==> config.mk <==
export PLATFORM = sky130hd
export DESIGN_NAME = lc_translator_top
export DESIGN_NICKNAME = d
export VERILOG_FILES = /design/src/hdl/lc_xlate_pkg.sv /design/src/hdl/lc_translator_top.sv /design/src/hdl/security_state_fsm.sv /design/src/hdl/debug_unlock_decoder.sv /design/src/hdl/lc_state_sampler.sv
export SDC_FILE = /design/constraint.sdc
export NUM_CORES = 1
export LEC_CHECK = 0
export ABC_AREA = 0
export BUFFER_PORTS_ARGS = -buffer_cell sky130_fd_sc_hd__buf_2
export CAP_MARGIN = 15
export CORE_AREA = 2 2 113 115
export DETAILED_ROUTE_END_ITERATION = 6
export DIE_AREA = 0 0 115 117
export PLACE_DENSITY_LB_ADDON = 0.25
export RECOVER_POWER = 100
export SLEW_MARGIN = 15
export SYNTH_ARGS = -nofsm -noshare
export SYNTH_HDL_FRONTEND = slang
export SYNTH_SLANG_ARGS = --single-unit
==> constraint.sdc <==
create_clock -name clk_i -period 5.05 [get_ports clk_i]
set_input_delay 1.01 -clock clk_i [delete_from_list [all_inputs] [get_ports clk_i]]
set_output_delay 1.01 -clock clk_i [all_outputs]
set_load 0.1 [all_outputs]
==> src/hdl/lc_xlate_pkg.sv <==
/*
 * Lifecycle translator package
 * Compact lifecycle state encoding, multibit enable values, the security
 * state struct, the fuse and program request structs, the internal view
 * shared between the sampler, the decoder and the translator FSM
 */
package lc_xlate_pkg;

  // Default width of the debug unlock level and its masks
  parameter int unsigned DEFAULT_DBG_LEVEL_W = 64;

  // --------------------------------------------------
  // Lifecycle states as reported by the fuse controller
  // --------------------------------------------------
  // RAW must stay at zero since cleared registers read as RAW
  typedef enum logic [4:0] {
    LC_ST_RAW = 5'd0,
    LC_ST_TEST_UNLOCKED0, LC_ST_TEST_UNLOCKED1, LC_ST_TEST_UNLOCKED2, LC_ST_TEST_UNLOCKED3,
    LC_ST_TEST_UNLOCKED4, LC_ST_TEST_UNLOCKED5, LC_ST_TEST_UNLOCKED6, LC_ST_TEST_UNLOCKED7,
    LC_ST_TEST_LOCKED0, LC_ST_TEST_LOCKED1, LC_ST_TEST_LOCKED2, LC_ST_TEST_LOCKED3,
    LC_ST_TEST_LOCKED4, LC_ST_TEST_LOCKED5, LC_ST_TEST_LOCKED6,
    LC_ST_DEV, LC_ST_PROD, LC_ST_PROD_END, LC_ST_RMA, LC_ST_SCRAP, LC_ST_INVALID
  } lc_state_e;

  // Multibit enable from the lifecycle controller
  // Only the exact ON pattern enables, every other value is treated as off
  typedef logic [3:0] lc_tx_t;
  parameter lc_tx_t LC_TX_ON = 4'b0101;

  // --------------------------------------------------
  // Security state driven towards the core
  // --------------------------------------------------
  typedef enum logic [1:0] {
    DEVICE_UNPROVISIONED = 2'b00,
    DEVICE_MANUFACTURING = 2'b01,
    DEVICE_PRODUCTION    = 2'b11
  } lifecycle_e;

  typedef struct packed {
    lifecycle_e device_lifecycle;
    logic       debug_locked;
  } security_state_t;

  // Locked production is the safe fallback for every error path
  parameter security_state_t SECURITY_DEFAULT = '{
    device_lifecycle: DEVICE_PRODUCTION,
    debug_locked:     1'b1
  };

  // --------------------------------------------------
  // Interface structs
  // --------------------------------------------------
  // Fuse controller data, valid is a level qualifier
  typedef struct packed {
    logic      valid;
    lc_state_e state;
  } otp_lc_data_t;

  // Program request from the lifecycle controller to the fuses
  typedef struct packed {
    logic      req;
    lc_state_e state;
  } lc_prog_req_t;

  // Sampled view of the lifecycle seen by the FSM and the enable decoder
  typedef struct packed {
    logic      valid;
    lc_state_e static_state;
    logic      scrap_req;
    logic      lock_req;
  } lc_view_t;

  // Translator FSM states
  typedef enum logic [2:0] {
    XLATE_RESET, XLATE_IDLE, XLATE_NON_DEBUG, XLATE_UNPROV_DEBUG,
    XLATE_MANUF_NON_DEBUG, XLATE_MANUF_DEBUG, XLATE_PROD_NON_DEBUG, XLATE_PROD_DEBUG
  } xlate_state_e;

endpackage
==> src/hdl/lc_translator_top.sv <==
/*
 * Lifecycle to security state translator top
 * Connects the lifecycle sampler, the debug unlock decoder and the
 * security state FSM
 */
`timescale 1ns/1ps

module lc_translator_top #(
  parameter int unsigned DBG_LEVEL_W = lc_xlate_pkg::DEFAULT_DBG_LEVEL_W
) (
  input  logic                          clk_i,
  input  logic                          rst_ni,
  // Fuse controller and lifecycle controller
  input  lc_xlate_pkg::otp_lc_data_t    otp_data_i,
  input  lc_xlate_pkg::lc_prog_req_t    lc_prog_req_i,
  input  logic                          volatile_raw_unlock_i,
  input  lc_xlate_pkg::lc_tx_t          lc_dft_en_i,
  input  lc_xlate_pkg::lc_tx_t          lc_hw_debug_en_i,
  // System level controls
  input  logic                          state_error_i,
  input  logic                          early_warm_reset_warn_i,
  // Debug unlock request and the SoC masks
  input  logic                          dbg_manuf_enable_i,
  input  logic [DBG_LEVEL_W-1:0]        dbg_unlock_level_i,
  input  logic [DBG_LEVEL_W-1:0]        dft_en_mask_i,
  input  logic [DBG_LEVEL_W-1:0]        dbg_unlock_mask_i,
  input  logic [DBG_LEVEL_W-1:0]        cltap_unlock_mask_i,
  output logic                          soc_dft_en_o,
  output logic                          soc_hw_debug_en_o,
  output lc_xlate_pkg::lc_state_e       otp_static_state_o,
  output lc_xlate_pkg::security_state_t security_state_o
);
  import lc_xlate_pkg::*;

  lc_view_t lc_view;
  logic     prod_unlock;

  // The registered lifecycle state is also exported to the SoC
  assign otp_static_state_o = lc_view.static_state;

  lc_state_sampler lc_state_sampler_inst (
    .clk_i         (clk_i),
    .rst_ni        (rst_ni),
    .otp_data_i    (otp_data_i),
    .lc_prog_req_i (lc_prog_req_i),
    .state_error_i (state_error_i),
    .lc_view_o     (lc_view)
  );

  debug_unlock_decoder #(
    .DBG_LEVEL_W (DBG_LEVEL_W)
  ) debug_unlock_decoder_inst (
    .clk_i               (clk_i),
    .rst_ni              (rst_ni),
    .lc_view_i           (lc_view),
    .lc_dft_en_i         (lc_dft_en_i),
    .lc_hw_debug_en_i    (lc_hw_debug_en_i),
    .dbg_manuf_enable_i  (dbg_manuf_enable_i),
    .dbg_unlock_level_i  (dbg_unlock_level_i),
    .dft_en_mask_i       (dft_en_mask_i),
    .dbg_unlock_mask_i   (dbg_unlock_mask_i),
    .cltap_unlock_mask_i (cltap_unlock_mask_i),
    .prod_unlock_o       (prod_unlock),
    .soc_dft_en_o        (soc_dft_en_o),
    .soc_hw_debug_en_o   (soc_hw_debug_en_o)
  );

  security_state_fsm security_state_fsm_inst (
    .clk_i                   (clk_i),
    .rst_ni                  (rst_ni),
    .lc_view_i               (lc_view),
    .volatile_raw_unlock_i   (volatile_raw_unlock_i),
    .dbg_manuf_enable_i      (dbg_manuf_enable_i),
    .prod_unlock_i           (prod_unlock),
    .early_warm_reset_warn_i (early_warm_reset_warn_i),
    .security_state_o        (security_state_o)
  );

endmodule

==> src/hdl/security_state_fsm.sv <==
/*
 * Security state translator FSM
 * Maps the sampled lifecycle state to a device lifecycle and debug lock,
 * honors manufacturing, production and volatile RAW unlocks, and falls
 * back to locked production on any lock request or warm reset warning
 */
`timescale 1ns/1ps

module security_state_fsm (
  input  logic                          clk_i,
  input  logic                          rst_ni,
  input  lc_xlate_pkg::lc_view_t        lc_view_i,
  input  logic                          volatile_raw_unlock_i,
  input  logic                          dbg_manuf_enable_i,
  input  logic                          prod_unlock_i,
  input  logic                          early_warm_reset_warn_i,
  output lc_xlate_pkg::security_state_t security_state_o
);
  import lc_xlate_pkg::*;

  xlate_state_e    state_q;
  xlate_state_e    state_d;
  security_state_t security_d;

  // --------------------------------------------------
  // State and output registers
  // --------------------------------------------------
  // Nothing advances unless the fuse data is valid
  // Invalid data restarts the translation from RESET
  always_ff @(posedge clk_i or negedge rst_ni) begin
    if (!rst_ni) begin
      state_q          <= XLATE_RESET;
      security_state_o <= SECURITY_DEFAULT;
    end else if (lc_view_i.valid) begin
      state_q          <= state_d;
      security_state_o <= early_warm_reset_warn_i ? SECURITY_DEFAULT : security_d;
    end else begin
      state_q          <= XLATE_RESET;
      security_state_o <= SECURITY_DEFAULT;
    end
  end

  // --------------------------------------------------
  // Next state
  // --------------------------------------------------
  always_comb begin
    state_d = state_q;
    case (state_q)
      XLATE_RESET: begin
        state_d = XLATE_IDLE;
      end
      XLATE_IDLE: begin
        // Scrap and state errors win over whatever the fuses report
        if (lc_view_i.lock_req || (lc_view_i.static_state == LC_ST_SCRAP)) begin
          state_d = XLATE_NON_DEBUG;
        end else begin
          case (lc_view_i.static_state) inside
            LC_ST_RAW, [LC_ST_TEST_LOCKED0:LC_ST_TEST_LOCKED6]: state_d = XLATE_NON_DEBUG;
            [LC_ST_TEST_UNLOCKED0:LC_ST_TEST_UNLOCKED7]:        state_d = XLATE_UNPROV_DEBUG;
            LC_ST_DEV:                                          state_d = XLATE_MANUF_NON_DEBUG;
            LC_ST_PROD, LC_ST_PROD_END:                         state_d = XLATE_PROD_NON_DEBUG;
            LC_ST_RMA:                                          state_d = XLATE_PROD_DEBUG;
            // INVALID keeps waiting in IDLE
            default:                                            state_d = XLATE_IDLE;
          endcase
        end
      end
      XLATE_NON_DEBUG: begin
        // A volatile RAW unlock only counts while nothing asks for a lock
        if (volatile_raw_unlock_i && !lc_view_i.lock_req) begin
          state_d = XLATE_UNPROV_DEBUG;
        end
      end
      XLATE_MANUF_NON_DEBUG: begin
        if (lc_view_i.lock_req) begin
          state_d = XLATE_NON_DEBUG;
        end else if (dbg_manuf_enable_i) begin
          state_d = XLATE_MANUF_DEBUG;
        end
      end
      XLATE_PROD_NON_DEBUG: begin
        if (lc_view_i.lock_req) begin
          state_d = XLATE_NON_DEBUG;
        end else if (prod_unlock_i) begin
          state_d = XLATE_PROD_DEBUG;
        end
      end
      // The debug states only ever leave towards NON_DEBUG
      default: begin
        if (lc_view_i.lock_req) begin
          state_d = XLATE_NON_DEBUG;
        end
      end
    endcase
  end

  // --------------------------------------------------
  // Security value of the current state
  // --------------------------------------------------
  // A lock request drops to the default right away, one edge ahead of the state
  always_comb begin
    security_d = SECURITY_DEFAULT;
    if (!lc_view_i.lock_req) begin
      case (state_q)
        XLATE_UNPROV_DEBUG:    security_d = '{DEVICE_UNPROVISIONED, 1'b0};
        XLATE_MANUF_NON_DEBUG: security_d = '{DEVICE_MANUFACTURING, 1'b1};
        XLATE_MANUF_DEBUG:     security_d = '{DEVICE_MANUFACTURING, 1'b0};
        XLATE_PROD_DEBUG:      security_d = '{DEVICE_PRODUCTION, 1'b0};
        default:               security_d = SECURITY_DEFAULT;
      endcase
    end
  end

endmodule

==> src/hdl/debug_unlock_decoder.sv <==
/*
 * Debug unlock decoder
 * Reduces the masked debug unlock level into the DFT, hardware debug and
 * production unlock terms, and registers the SoC DFT and debug enables
 */
`timescale 1ns/1ps

module debug_unlock_decoder #(
  parameter int unsigned DBG_LEVEL_W = lc_xlate_pkg::DEFAULT_DBG_LEVEL_W
) (
  input  logic                   clk_i,
  input  logic                   rst_ni,
  input  lc_xlate_pkg::lc_view_t lc_view_i,
  input  lc_xlate_pkg::lc_tx_t   lc_dft_en_i,
  input  lc_xlate_pkg::lc_tx_t   lc_hw_debug_en_i,
  input  logic                   dbg_manuf_enable_i,
  input  logic [DBG_LEVEL_W-1:0] dbg_unlock_level_i,
  input  logic [DBG_LEVEL_W-1:0] dft_en_mask_i,
  input  logic [DBG_LEVEL_W-1:0] dbg_unlock_mask_i,
  input  logic [DBG_LEVEL_W-1:0] cltap_unlock_mask_i,
  output logic                   prod_unlock_o,
  output logic                   soc_dft_en_o,
  output logic                   soc_hw_debug_en_o
);
  import lc_xlate_pkg::*;

  logic dft_unlock;
  logic hw_unlock;

  // --------------------------------------------------
  // Masked level reduction
  // --------------------------------------------------
  // Manufacturing debug has a single level, so it only looks at mask bit 0
  assign dft_unlock = (|(dbg_unlock_level_i & dft_en_mask_i)) ||
                      (dbg_manuf_enable_i && dft_en_mask_i[0]);

  // The CLTAP mask selects which levels open hardware debug
  assign hw_unlock = |(dbg_unlock_level_i & cltap_unlock_mask_i);

  // Production unlock goes to the FSM rather than to an enable pin
  assign prod_unlock_o = |(dbg_unlock_level_i & dbg_unlock_mask_i);

  // --------------------------------------------------
  // Registered SoC enables
  // --------------------------------------------------
  // The lifecycle controller enable or the unlock term turns an enable on
  // A pending scrap overrides both, and invalid fuse data clears them
  always_ff @(posedge clk_i or negedge rst_ni) begin
    if (!rst_ni) begin
      soc_dft_en_o      <= 1'b0;
      soc_hw_debug_en_o <= 1'b0;
    end else if (lc_view_i.valid) begin
      soc_dft_en_o      <= ((lc_dft_en_i == LC_TX_ON) || dft_unlock) &&
                           !lc_view_i.scrap_req;
      soc_hw_debug_en_o <= ((lc_hw_debug_en_i == LC_TX_ON) || hw_unlock) &&
                           !lc_view_i.scrap_req;
    end else begin
      soc_dft_en_o      <= 1'b0;
      soc_hw_debug_en_o <= 1'b0;
    end
  end

endmodule

==> src/hdl/lc_state_sampler.sv <==
/*
 * Lifecycle state sampler
 * Holds the lifecycle state reported by the fuse controller while its data
 * is valid and derives the scrap and lock requests for the translator
 */
`timescale 1ns/1ps

module lc_state_sampler (
  input  logic                       clk_i,
  input  logic                       rst_ni,
  input  lc_xlate_pkg::otp_lc_data_t otp_data_i,
  input  lc_xlate_pkg::lc_prog_req_t lc_prog_req_i,
  input  logic                       state_error_i,
  output lc_xlate_pkg::lc_view_t     lc_view_o
);
  import lc_xlate_pkg::*;

  lc_state_e static_state_q;
  logic      scrap_req;
  logic      lock_req;

  // --------------------------------------------------
  // Static lifecycle register
  // --------------------------------------------------
  // The state is only trusted while the fuse data is valid
  // Dropping valid brings it straight back to RAW on the next edge
  always_ff @(posedge clk_i or negedge rst_ni) begin
    if (!rst_ni) begin
      static_state_q <= LC_ST_RAW;
    end else if (otp_data_i.valid) begin
      static_state_q <= otp_data_i.state;
    end else begin
      static_state_q <= LC_ST_RAW;
    end
  end

  // --------------------------------------------------
  // Request decode
  // --------------------------------------------------
  // A program request that targets SCRAP is taken as a scrap request
  assign scrap_req = lc_prog_req_i.req && (lc_prog_req_i.state == LC_ST_SCRAP);

  // Either a scrap or a reported state error locks the device down
  assign lock_req = scrap_req || state_error_i;

  // Requests stay combinational so the FSM can react on the same edge
  assign lc_view_o = '{
    valid:        otp_data_i.valid,
    static_state: static_state_q,
    scrap_req:    scrap_req,
    lock_req:     lock_req
  };

endmodule

# Word-level counts from Yosys, hierarchy flattened
# Cells that the tools add are included.
[word_totals]
reg_bits = 13
input_bits = 282
out_inout_bits = 10
wordCells = 75
[op_classes]
n_lt_le_gt_ge = 4
eq_ne = 19
n_mux = 21
n_bitwise = 3
reduce_logical = 22
[op_table]
columns = ["operator", "n"]
rows = [
  ["$and A64 B64 Y64", 3],
  ["$reduce_or A64 Y1", 3],
  ["$mux W3", 16],
  ["$eq A5 B5 Y1 const B", 6],
  ["$pmux W3 S5", 1],
  ["$eq A3 B3 Y1 const B", 4],
  ["$pmux W3 S4", 1],
  ["$le A5 B4 Y1 const B", 2],
  ["$eq A4 B3 Y1 const B", 2],
  ["$ne A4 B4 Y1 const B", 2],
  ["$logic_and A1 B1 Y1", 7],
  ["$ne A7 B1 Y1 const B", 1],
  ["$eq A3 B2 Y1 const B", 2],
  ["$ge A5 B1 Y1 const B", 1],
  ["$ge A5 B4 Y1 const B", 1],
  ["$logic_not A5 Y1", 1],
  ["$logic_or A1 B1 Y1", 5],
  ["$mux W5", 1],
  ["$reduce_and A4 Y1", 1],
  ["$reduce_or A2 Y1", 2],
  ["$eq A3 B1 Y1 const B", 1],
  ["$logic_not A3 Y1", 1],
  ["$ne A3 B2 Y1 const B", 1],
  ["$logic_not A1 Y1", 2],
  ["$mux W1", 2],
]

# Longest topological paths before layout
# Gate-level depths: netlist (run 1).
[depth]
word_depth = 9
mapped_depth = 7
depth_no_buf = 6

# Cells and area by module
# A second synthesis (run 1) with hierarchy kept.
[unflattened]
cells_unflattened = 192
hier_area_um2 = 1726.7
[by_module_without_submodules]
columns = ["mod", "instances", "cells_each", "area_each_um2", "seq_area_each_um2"]
rows = [
  ["debug_unlock_decoder", 1, 125, 1074.8, 50.0],
  ["security_state_fsm", 1, 50, 419.2, 153.9],
  ["lc_state_sampler", 1, 17, 232.7, 125.1],
]

# Least setup slack after synthesis (run 1)
# No wires, ideal clock.
[synth_path]
kind = "input port to flip-flop"
startpoint = "input dbg_unlock_level_i[11]"
endpoint = "register security_state_fsm_inst.state_q[2]"
setup_ns = 0.079
arrival_ns = 2.575
required_ns = 4.971
setup_slack_ns = 2.396
stages = 6
n_path_buf = 0
cell_sequence = "a22o_1 > a221oi_2 > nand4_1 > or4_1 > o41ai_2 > mux2i_1"
[synth_via]
elab_chain_cells = 4
[synth_rtl]
columns = ["element", "line_no", "text"]
rows = [
  ["start: declaration", "lc_translator_top.sv:24", "input logic [DBG_LEVEL_W-1:0] dbg_unlock_level_i,"],
  ["$and A64 B64 Y64", "debug_unlock_decoder.sv:41", "assign prod_unlock_o = |(dbg_unlock_level_i & dbg_unlock_mask_i);"],
  ["$reduce_or A64 Y1", "debug_unlock_decoder.sv:41", ""],
  ["$ne A4 B4 Y1 (no line)", "n/a", ""],
  ["$reduce_and A4 Y1 (no line)", "n/a", ""],
  ["end signal: assignment", "security_state_fsm.sv:35", "state_q <= state_d;"],
  ["end: declaration", "security_state_fsm.sv:21", "xlate_state_e state_q;"],
]
# No other way between the ends.
# A chain may end at the register's enable or synchronous reset.

# Final worst setup path (run 1)
[layout_path]
startpoint = "input dbg_unlock_level_i[0]"
endpoint = "register security_state_fsm_inst.state_q[0]"
# The elaborated chain is that of the path after synthesis.

==> results of run 1 <==
==> registers in the layout, summed over array words and instances (netlist names) <==
register,count
lc_state_sampler_inst.static_state_q,5
security_state_fsm_inst.security_state_o,3
security_state_fsm_inst.state_q,3
debug_unlock_decoder_inst.soc_dft_en_o,1
debug_unlock_decoder_inst.soc_hw_debug_en_o,1
==> metrics by stage <==
stage          instances  instance area (µm²)  worst slack [ps]  utilization (%)  hold WS (ps)
2_1_floorplan        186                 1610              2400                -           480
3_3_place_gp         626                 3250              2080             26.4           536
3_5_place_dp         626                 3250              2030             26.4           546
4_1_cts              630                 3330              2270             27.0           554
5_1_grt              632                 3310              1990             26.9           591
6_report             632                 3310              2160             26.9           560
==> cells in the mapped netlist (2+ instances only) <==
| master | n | area [µm²] |
|---|---|---|
| a21oi_1 | 5 | 25.0 |
| a221oi_1 | 30 | 263 |
| a221oi_2 | 3 | 45.0 |
| a22o_1 | 31 | 272 |
| a22oi_1 | 30 | 225 |
| a31oi_1 | 3 | 18.8 |
| and2_1 | 5 | 31.3 |
| dfrtp_1 | 10 | 250 |
| dfstp_2 | 3 | 78.8 |
| inv_1 | 3 | 11.3 |
| nand2_1 | 9 | 33.8 |
| nand3_1 | 8 | 40.0 |
| nand4_1 | 14 | 87.6 |
| nor2_1 | 3 | 11.3 |
| nor2b_1 | 2 | 12.5 |
| nor3_1 | 4 | 20.0 |
| nor4b_1 | 2 | 17.5 |
| nor4bb_1 | 2 | 20.0 |
| o21ai_0 | 3 | 15.0 |
==> how the worst min path moves through the flow <==
stage,end,cells after the start
detailed placement,security_state_fsm_inst.security_state_o[0],1
floorplan,security_state_fsm_inst.security_state_o[0],1
CTS,security_state_fsm_inst.security_state_o[0],1
finish,security_state_fsm_inst.security_state_o[0],1
global placement,security_state_fsm_inst.security_state_o[0],1
global route,security_state_fsm_inst.security_state_o[0],1
==> logic make-up (layout without fill, tap and decap cells) <==
| group | after synthesis | count (layout) |
|---|---|---|
| compound gates | 111 | 111 |
| simple gates | 55 | 55 |
| flops | 13 | 13 |
| buf+inv | 4 | 298 |
| mux | 2 | 2 |
| fa+ha+maj | 1 | 1 |
| other cells | 0 | 2 |
==> layout make-up <==
| cell class | instances | area [µm²] |
|---|---|---|
| diodes | 2 | 5.00 |
| flip-flops and latches | 13 | 329 |
| fillers | 1364 | 9000 |
| well taps | 150 | 188 |
| clock buffers | 4 | 78.8 |
| repair buffers | 291 | 1440 |
| inverters | 3 | 11.3 |
| multi-input cells | 169 | 1260 |
==> where the power goes <==
part | switching [µW] | internal, µW | leakage [µW]
clock network | 44.2 | 107 | 0.0000382
logic | 148 | 132 | 0.00149
registers | 9.30 | 111 | 0.000159
total | 201 | 350 | 0.00169
==> critical path: stages <==
cell      delay, ps
buf_2           130
a22o_1          230
a221oi_1        270
nand4_1         170
or4_1           470
o41ai_1         530
o32ai_1         170
==> layer usage <==
layer	part of all wire, %	up-vias	routed length [µm]
met5	0	-	0
met4	1.7	0	257
met3	7.4	20	1150
met2	51	184	7930
met1	40	1508	6170
li1	-	1459	-
==> out/qor.yml, run 1 <==
run_status:
  run_status: "complete, no violations"
clock_network:
  tritoncts: "built"
  post_cts_buffers: 0
  root_buffer: "clkbuf_16"
  clk_latency_ps: 240
  cts_resized: 0
  cts_hold_buf: 0
  numCtsBuffers: 3
  cts_max_level: 1
  cts_max_path_buffers: 2
  path_clk_slew_ps: 40
  clock-sinks: 13
routing:
  drt_first_pass_iters: 6
  drcViolationCount: 0
  wl_per_cell_um: 24.5
  first_iter_violations: 259
  drtAntennaViolNets: 0
  routed_wl_um: 15500
  via_count: 3171
  avgViaCountPerCell: 5.02
sta:
  min_period_ps: 2890
  rsz0062_at_grt: "no"
  clock_skew_ps: 2.45
  slew_viol_final: 0
  fin_crit_sh_pct: 57.3
  final-hold-violation-count: 0
  setup_tns_ps: 0
  worst_pin_slew_ps: 1240
  timing.fmax_mhz: 346
  setup_viol: 0
  maxSlewHeadroom_pct: 17.9
setup_path:
  r2r_start: "security_state_fsm_inst.state_q[2]"
  cp_data_required_time_ps: 5140
  critPathKind: "input port to flip-flop"
  crit_end: "security_state_fsm_inst.state_q[0]"
  reg2reg_to: "security_state_fsm_inst.state_q[0]"
  reg2reg_depth: 5
  crit_start: "dbg_unlock_level_i[0]"
  critPathMaxFanout: 3
  reg2reg_slack_ps: 2790
  arrival_ps: 2990
  critPathLaunchType: "input port"
  cp-end-kind: "flip-flop"
hold_path:
  hp-class: "flip-flop to flip-flop"
  min_from: "security_state_fsm_inst.state_q[0]"
synthesis:
  ys.flop_type: "dfrtp_1"
  ys_ff_latch: 13
  syn_area_per_cell_um2: 8.65
  synth_top_family_by_area: "compound AO/OA/AOI/OAI gates"
  yosysUniqueCellTypes: 35
  netlist_area_um2: 1610
  yosys.area_share.adder_pct: 0.622
  synthArstFlopShare_pct: 100
  synth-edff-count: 0
  synth.area.mux_share_pct: 1.32
  synth-simple-area-share_pct: 19.5
  yosys.area_share.xor_xnor_pct: 0
  syn_inst: 186
  yosys_warnings: 0
  synth-compound-area-share_pct: 57.2
  ys_seq_area_share_pct: 20.5
  syn_nets: 468
finish:
  nets: 763
  final_cell_mix: "276 x buf_2, 31 x a22o_1, 30 x a22oi_1, 30 x a221oi_1, 16 x clkbuf_1"
  layout.cells.most_common: "buf_2"
  areaGrowthSynthToFinish_pct: 106
  drive_gt1_share_pct: 59.8
power:
  p_per_area_nw_per_um2: 167
  power_uw: 551
  vdd_drop_max_mv: 0.0926
  p_leak_uw: 0.00169
global_route:
  top_usage_layer: "met2"
  use_met1_pct: 26.2
  grt_pass1_vias: 3142
  grt_pass1_wl_um: 20100
  overflow: 0
  met3_usage_pct: 2.73
  grt_max_degree: 14
  track_usage_pct: 21.5
  grtUsageMet2_pct: 40.0
  antenna_found_initial: 2
place:
  dp_hpwl_um: 14300
  gp_congestion: 0.999
  io_buffer_count: 291
floorplan:
  dieWidth_um: 115
  core_area_um2: 12300
  die_area_um2: 13500
  num_io_pins: 292
  start_util_pct: 13.1
  fp-row-count: 41
  die-height_um: 117
job:
  cap_violations: 0
No activity file was read; power rests on OpenSTA's default activity.
==> run 2, diff against run 1 <==
Settings changed: CORE_AREA 2 2 113 115 to 2 2 114 116, DIE_AREA 0 0 115 117 to 0 0 116 118.
Clock period 5.05 ns to 2.4 ns, I/O delays scaled along.
==> run 2 against run 1 <==
Compared with the run above: worst setup slack worse by 2000 ps; clock power rose by 110%; sequential power grew 110%; sequential share of layout area down 0.53 points; sequential cell count stayed put; total power is 110% higher; combinational power rose by 120%; wire length grew 0.30%; critical path depth unchanged; clock skew is 0.71 ps lower; global-route usage barely moved; largest cell class unchanged; largest power group unchanged.
==> out/qor.yml, run 2 (synthesis gave the netlist of run 1 again) <==
place:
  io_buffer_count: 291  # unchanged
  place_area_um2: 3430  # was 3250 µm²
  gp_congestion: 0.982  # was 0.999
  dp_hpwl_um: 14400  # was 14300 µm
  pre_cts_slack_ps: -97.6  # was 2030 ps
  place_inst: 669  # was 626
setup_path:
  cp-end-kind: "flip-flop"  # unchanged
  reg2reg_to: "security_state_fsm_inst.state_q[2]"  # was security_state_fsm_inst.state_q[0]
  slowest_stage: "or4_1"  # was o41ai_1
  crit_chain: "clkbuf_1 > a22o_1 > a221oi_1 > nand4_1 > or4_1 > o41ai_2 > mux2i_1"  # was buf_2 > a22o_1 > a221oi_1 > nand4_1 > or4_1 > o41ai_1 > o32ai_1
  critPathLaunchType: "input port"  # unchanged
  r2r_start: "security_state_fsm_inst.state_q[0]"  # was security_state_fsm_inst.state_q[2]
  crit_start: "dbg_unlock_level_i[3]"  # was dbg_unlock_level_i[0]
  reg2reg_depth: 5  # unchanged
  arrival_ps: 2400  # was 2990 ps
  critPathKind: "input port to flip-flop"  # unchanged
  critPathMaxFanout: 2  # was 3
  reg2reg_slack_ps: 310  # was 2790 ps
  cp_data_required_time_ps: 2560  # was 5140 ps
  slowest_delay_ps: 480  # was 530 ps
finish:
  largest_reg_flops: 5  # unchanged
  largestRegisters: "lc_state_sampler_inst.static_state_q: 5 flops, security_state_fsm_inst.security_state_o: 3 flops, security_state_fsm_inst.state_q: 3 flops"  # unchanged
  drive_gt1_share_pct: 61.7  # was 59.8%
  design_area_um2: 3490  # was 3310 µm²
  final_cell_mix: "278 x buf_2, 31 x a22o_1, 30 x a22oi_1, 30 x a221oi_1, 19 x buf_4"  # was 276 x buf_2, 31 x a22o_1, 30 x a22oi_1, 30 x a221oi_1, 16 x clkbuf_1
  regMostFlops: "lc_state_sampler_inst.static_state_q"  # unchanged
  stdcell_count: 675  # was 632
  nets: 784  # was 763
  areaGrowthSynthToFinish_pct: 117  # was 106%
  layout.cells.most_common: "buf_2"  # unchanged
floorplan:
  num_io_pins: 292  # unchanged
  core_area_um2: 12400  # was 12300 µm²
  die_area_um2: 13700  # was 13500 µm²
  die-height_um: 118  # was 117 µm
  fp-row-count: 41  # unchanged
  dieWidth_um: 116  # was 115 µm
  start_util_pct: 13.0  # was 13.1%
clock_network:
  cts_max_path_buffers: 2  # unchanged
  tritoncts: "built"  # unchanged
  cts_max_level: 1  # unchanged
  path_clk_slew_ps: 40  # about the same
  cts_hold_buf: 0  # unchanged
  clock-sinks: 13  # unchanged
  cts_resized: 0  # unchanged
  post_cts_buffers: 0  # unchanged
  numCtsBuffers: 3  # unchanged
  root_buffer: "clkbuf_16"  # unchanged
  clk_latency_ps: 240  # about the same
sta:
  maxSlewHeadroom_pct: 17.9  # about the same
  slew_viol_final: 0  # unchanged
  clock_skew_ps: 1.73  # was 2.45 ps
  min_period_ps: 2240
  fin_crit_sh_pct: 93.2
  hold_slack_ps: 258  # was 560 ps
  layout_setup_ws_ps: 164  # was 2160 ps
  worst_pin_slew_ps: 1240  # about the same
  setup_viol: 0  # unchanged
  timing.fmax_mhz: 447
  final-hold-violation-count: 0  # unchanged
  rsz0062_at_grt: "no"  # unchanged
routing:
  wl_per_cell_um: 23.0  # was 24.5 µm
  routed_wl_um: 15600  # was 15500 µm
  avgViaCountPerCell: 4.72  # was 5.02
  drcViolationCount: 0  # unchanged
  via_count: 3189  # was 3171
  drt_first_pass_iters: 4  # was 6
  drtAntennaViolNets: 0  # unchanged
  first_iter_violations: 163  # was 259
global_route:
  grt_max_degree: 14  # unchanged
  antenna_found_initial: 3  # was 2
  overflow: 0  # unchanged
  track_usage_pct: 21.5  # about the same
  grt_pass1_wl_um: 20900  # was 20100 µm
  grt_pass1_vias: 3290  # was 3142
job:
  cap_violations: 0  # unchanged
power:
  power_uw: 1180  # was 551 µW
  p_per_area_nw_per_um2: 337  # was 167 nW/µm²
  p_leak_uw: 0.00179  # was 0.00169 µW
  vdd_drop_max_mv: 0.193  # was 0.0926 mV
run_status:
  run_status: "complete, no violations"  # unchanged
hold_path:
  hp-class: "input port to async pin"  # was flip-flop to flip-flop
-- run 2: area by class of cell --
| class | count | area, µm² |
|---|---|---|
| multi-input combinational | 169 | 1260 |
| timing repair buffer | 312 | 1590 |
| sequential | 13 | 329 |
| fill | 1425 | 8920 |
| inverter | 3 | 11.3 |
| antenna | 2 | 5.00 |
| clock buffer | 4 | 78.8 |
| tap | 172 | 215 |
-- run 2: metal layers --
metal	share of wire (%)	wire, µm	GRT usage, %
met5	0	0	0
met4	2.3	354	5.43
met3	7.5	1160	3.60
met2	51	7940	39.9
met1	39	6100	25.0
-- run 2: through the flow --
stage                     TNS (ps)  utilization [%]
after floorplan                  0                -
after global placement        -132             27.7
after detailed placement      -188             27.7
after CTS                        0             28.3
after global routing             0             28.1
final                            0             28.1
-- run 2: how the worst max path moves through the flow --
stage	endpoint	slack (ps)	depth (start not counted)
floorplan	security_state_fsm_inst.state_q[2]	280	6
global placement	security_state_fsm_inst.state_q[2]	-70	7
detailed placement	security_state_fsm_inst.state_q[2]	-100	7
CTS	security_state_fsm_inst.state_q[2]	140	7
global route	security_state_fsm_inst.state_q[2]	110	7
finish	security_state_fsm_inst.state_q[2]	160	7
-- run 2: power by group --
part           switching (µW)  leakage [µW]  internal, µW
registers                17.6      0.000159           235
logic                     313       0.00160           301
clock network            88.0     0.0000382           224
total                     419       0.00179           759
-- run 2: worst max-delay path, delay by kind of cell --
family / cells / cell delay, ps
multiplexers: 1 / 230
buffers and inverters: 1 / 100
AND/OR/NAND/NOR: 2 / 650
AO/OA/AOI/OAI: 3 / 950
==> run 3, diff against run 2 <==
Settings changed: ABC_AREA 0 to 1, CORE_AREA 2 2 114 116 to 2 2 113 115, DIE_AREA 0 0 116 118 to 0 0 115 117.
==> run 3 against run 2 <==
Compared with the run above: maximum frequency is 12% higher; global-route usage is 1.6 points lower; sequential cell count stayed put; non-clock buffer count is 21 lower; sequential share of layout area is 0.70 points lower; core utilization is 2.5 points higher; combinational power is 8.8% higher; first-iteration DRC count is 28% lower; critical path depth is 6 lower.
==> out/qor.yml, run 3 <==
sta:
  slew_viol_final: 0  # unchanged
  timing.fmax_mhz: 500  # was 447 MHz
  final-hold-violation-count: 0  # unchanged
  hold_slack_ps: 306  # was 258 ps
  setup_tns_ps: 0  # unchanged
  clock_skew_ps: 5.94  # was 1.73 ps
  fin_crit_sh_pct: 83.4  # was 93.2%
  setup_viol: 0  # unchanged
  maxSlewHeadroom_pct: 16.4  # was 17.9%
  min_period_ps: 2000  # was 2240 ps
  worst_pin_slew_ps: 1260  # was 1240 ps
  rsz0062_at_grt: "no"  # unchanged
power:
  power_uw: 1260  # was 1180 µW
  p_int_uw: 757  # was 759 µW
  power.share.sequential_pct: 21.4  # about the same
  comb_power_share_pct: 53.2  # was 52.1%
  p_switching_uw: 501  # was 419 µW
  vdd_drop_max_mv: 0.213  # was 0.193 mV
  swShare_pct: 39.8  # was 35.6%
  p_per_area_nw_per_um2: 333  # was 337 nW/µm²
  p_leak_uw: 0.00230  # was 0.00179 µW
  power_frac_clock_pct: 25.5  # was 26.5%
setup_path:
  cp-end-kind: "output pin"  # was flip-flop
  reg2reg_depth: 9  # was 5
  critPathKind: "flip-flop to output pin"  # was input port to flip-flop
  critPathMaxFanout: 4  # was 2
  reg2reg_to: "security_state_fsm_inst.state_q[1]"  # was security_state_fsm_inst.state_q[2]
  cpLargestDelayFamily: "buffers and inverters"  # was compound AO/OA/AOI/OAI gates
  critPathLaunchType: "flip-flop"  # was input port
  path_buf_inv: 1  # unchanged
  slowest_stage: "clkbuf_1"  # was or4_1
  slowest_delay_ps: 880  # was 480 ps
  reg2reg_slack_ps: 1030  # was 310 ps
  cp_data_required_time_ps: 1920  # was 2560 ps
  crit_chain: "clkbuf_1"  # was clkbuf_1 > a22o_1 > a221oi_1 > nand4_1 > or4_1 > o41ai_2 > mux2i_1
  r2r_start: "lc_state_sampler_inst.static_state_q[1]"  # was security_state_fsm_inst.state_q[0]
  arrival_ps: 1520  # was 2400 ps
place:
  io_buffer_count: 291  # unchanged
  dp_hpwl_um: 12900  # was 14400 µm
  place_inst: 842  # was 669
  gp_congestion: 0.864  # was 0.982
routing:
  wl_per_cell_um: 16.4  # was 23.0 µm
  drt_first_pass_iters: 4  # unchanged
  first_iter_violations: 117  # was 163
  avgViaCountPerCell: 4.35  # was 4.72
  via_count: 3676  # was 3189
  drcViolationCount: 0  # unchanged
  drtAntennaViolNets: 0  # unchanged
  routed_wl_um: 13900  # was 15600 µm
floorplan:
  die_area_um2: 13500  # was 13700 µm²
  die-height_um: 117  # was 118 µm
  core_area_um2: 12300  # was 12400 µm²
  dieWidth_um: 115  # was 116 µm
  fp-row-count: 41  # unchanged
  start_util_pct: 16.8  # was 13.0%
  num_io_pins: 292  # unchanged
synthesis:
  synth_top_area_share_pct: 42.7  # was 16.9%
  yosysTopAreaCell: "nand2_1"  # was a22o_1
  synthArstFlopShare_pct: 100  # unchanged
  ys.flop_type: "dfrtp_1"  # unchanged
  syn_inst: 401  # was 186
  yosys_warnings: 0  # unchanged
  ys_ff_latch: 13  # unchanged
  netlist_area_um2: 2070  # was 1610 µm²
  yosysUniqueCellTypes: 22  # was 35
  syn_area_per_cell_um2: 5.17  # was 8.65 µm²
  synthTopCellsByCount: "236 x nand2_1, 53 x nor2_1, 18 x inv_1"  # was 31 x a22o_1, 30 x a221oi_1, 30 x a22oi_1
  netlist_top_cells_area: "nand2_1 43%, dfrtp_1 12%, nor2_1 9.6%"  # was a22o_1 17%, a221oi_1 16%, dfrtp_1 16%
  ys_seq_area_share_pct: 15.9  # was 20.5%
  syn_nets: 683  # was 468
  synth.most_common_cell: "nand2_1"  # was a22o_1
  synth-edff-count: 0  # unchanged
finish:
  areaGrowthSynthToFinish_pct: 82.0  # was 117%
  largestRegisters: "lc_state_sampler_inst.static_state_q: 5 flops, security_state_fsm_inst.security_state_o: 3 flops, security_state_fsm_inst.state_q: 3 flops"  # unchanged
  layout.cells.most_common: "buf_2"  # unchanged
  regMostFlops: "lc_state_sampler_inst.static_state_q"  # unchanged
  nets: 979  # was 784
  antenna_cells: 0  # was 2
  stdcell_count: 846  # was 675
  largest_reg_flops: 5  # unchanged
  fillCellCount: 1502  # was 1425
  final_cell_mix: "283 x buf_2, 236 x nand2_1, 54 x nor2_1, 18 x inv_1"  # was 278 x buf_2, 31 x a22o_1, 30 x a22oi_1, 30 x a221oi_1, 19 x buf_4
  drive_gt1_share_pct: 43.7  # was 61.7%
clock_network:
  tritoncts: "built"  # unchanged
  path_clk_slew_ps: 50  # was 40 ps
  cts_resized: 0  # unchanged
  cts_max_level: 1  # unchanged
  root_buffer: "clkbuf_16"  # unchanged
  cts_hold_buf: 0  # unchanged
  clk_latency_ps: 240  # about the same
  post_cts_buffers: 0  # unchanged
  clock-sinks: 13  # unchanged
  numCtsBuffers: 3  # unchanged
  cts_max_path_buffers: 2  # unchanged
global_route:
  grt_max_degree: 14  # unchanged
  overflow: 0  # unchanged
  grt_pass1_wl_um: 19600  # was 20900 µm
  grt_pass1_vias: 3723  # was 3290
  antenna_found_initial: 0  # was 3
  track_usage_pct: 19.9  # was 21.5%
hold_path:
  hp-class: "input port to async pin"  # unchanged
job:
  cap_violations: 0  # unchanged
run_status:
  run_status: "complete, no violations"  # unchanged
run 3: cell count changes in the layout (fill, tap and decap cells not counted), sizes merged, moves of 3 or more:
cell	delta
a221oi	-19
inv	+19
clkbuf	-7
and2	-5
nor2	+56
nand3	+4
buf	-14
nand2	+229
a22oi	-30
a22o	-17
a31oi	-3
run 3: cell type report:
type / instances / area, µm² / share of cell area, %
multi-input combinational: 366 / 1650 / 43.7
timing repair buffer: 291 / 1450 / 38.3
sequential: 13 / 329 / 8.72
tap: 150 / 188 / 4.97
inverter: 22 / 82.6 / 2.19
clock buffer: 4 / 78.8 / 2.09
run 3: per-stage QoR:
step,util (%),instance area (µm²),setup slack [ps]
CTS,30.8,3800,753
global placement,30.2,3720,612
detailed placement,30.2,3720,613
global route,30.7,3770,366
finish,30.7,3770,399
floorplan,-,2070,596
run 3: logic make-up after synthesis:
family	after synthesis	share of synthesized area [%]
AND/OR/NAND/NOR	327	64.1
flip-flops	13	15.9
AO/OA/AOI/OAI	39	16.0
buffers and inverters	22	3.98
run 3: per-layer routing:
metal / wire length [µm] / track usage [%] / vias to the layer above
met5: 0 / 0 / -
met4: 210 / 3.86 / 0
met3: 930 / 3.71 / 16
met2: 6970 / 37.6 / 164
met1: 5780 / 23.4 / 1589
li1: - / - / 1907
run 3: power groups by stage:
stage	Combinational, µW	Sequential (µW)	Clock [µW]
finish	668	269	320
global route	749	272	345
CTS	681	268	330
detailed placement	679	271	0
global placement	678	271	0
floorplan	259	320	0
run 3: worst max path at each step:
stage,to,slack (ps),start,cells past startpoint
detailed placement,debug_unlock_decoder_inst.soc_hw_debug_en_o,610,dbg_unlock_level_i[7],9
CTS,security_state_o[2],750,security_state_fsm_inst.security_state_o[2],1
global placement,debug_unlock_decoder_inst.soc_hw_debug_en_o,610,dbg_unlock_level_i[7],9
finish,otp_static_state_o[3],400,lc_state_sampler_inst.static_state_q[3],1
global route,otp_static_state_o[1],370,lc_state_sampler_inst.static_state_q[1],1
floorplan,security_state_fsm_inst.state_q[1],600,lc_state_sampler_inst.static_state_q[4],10
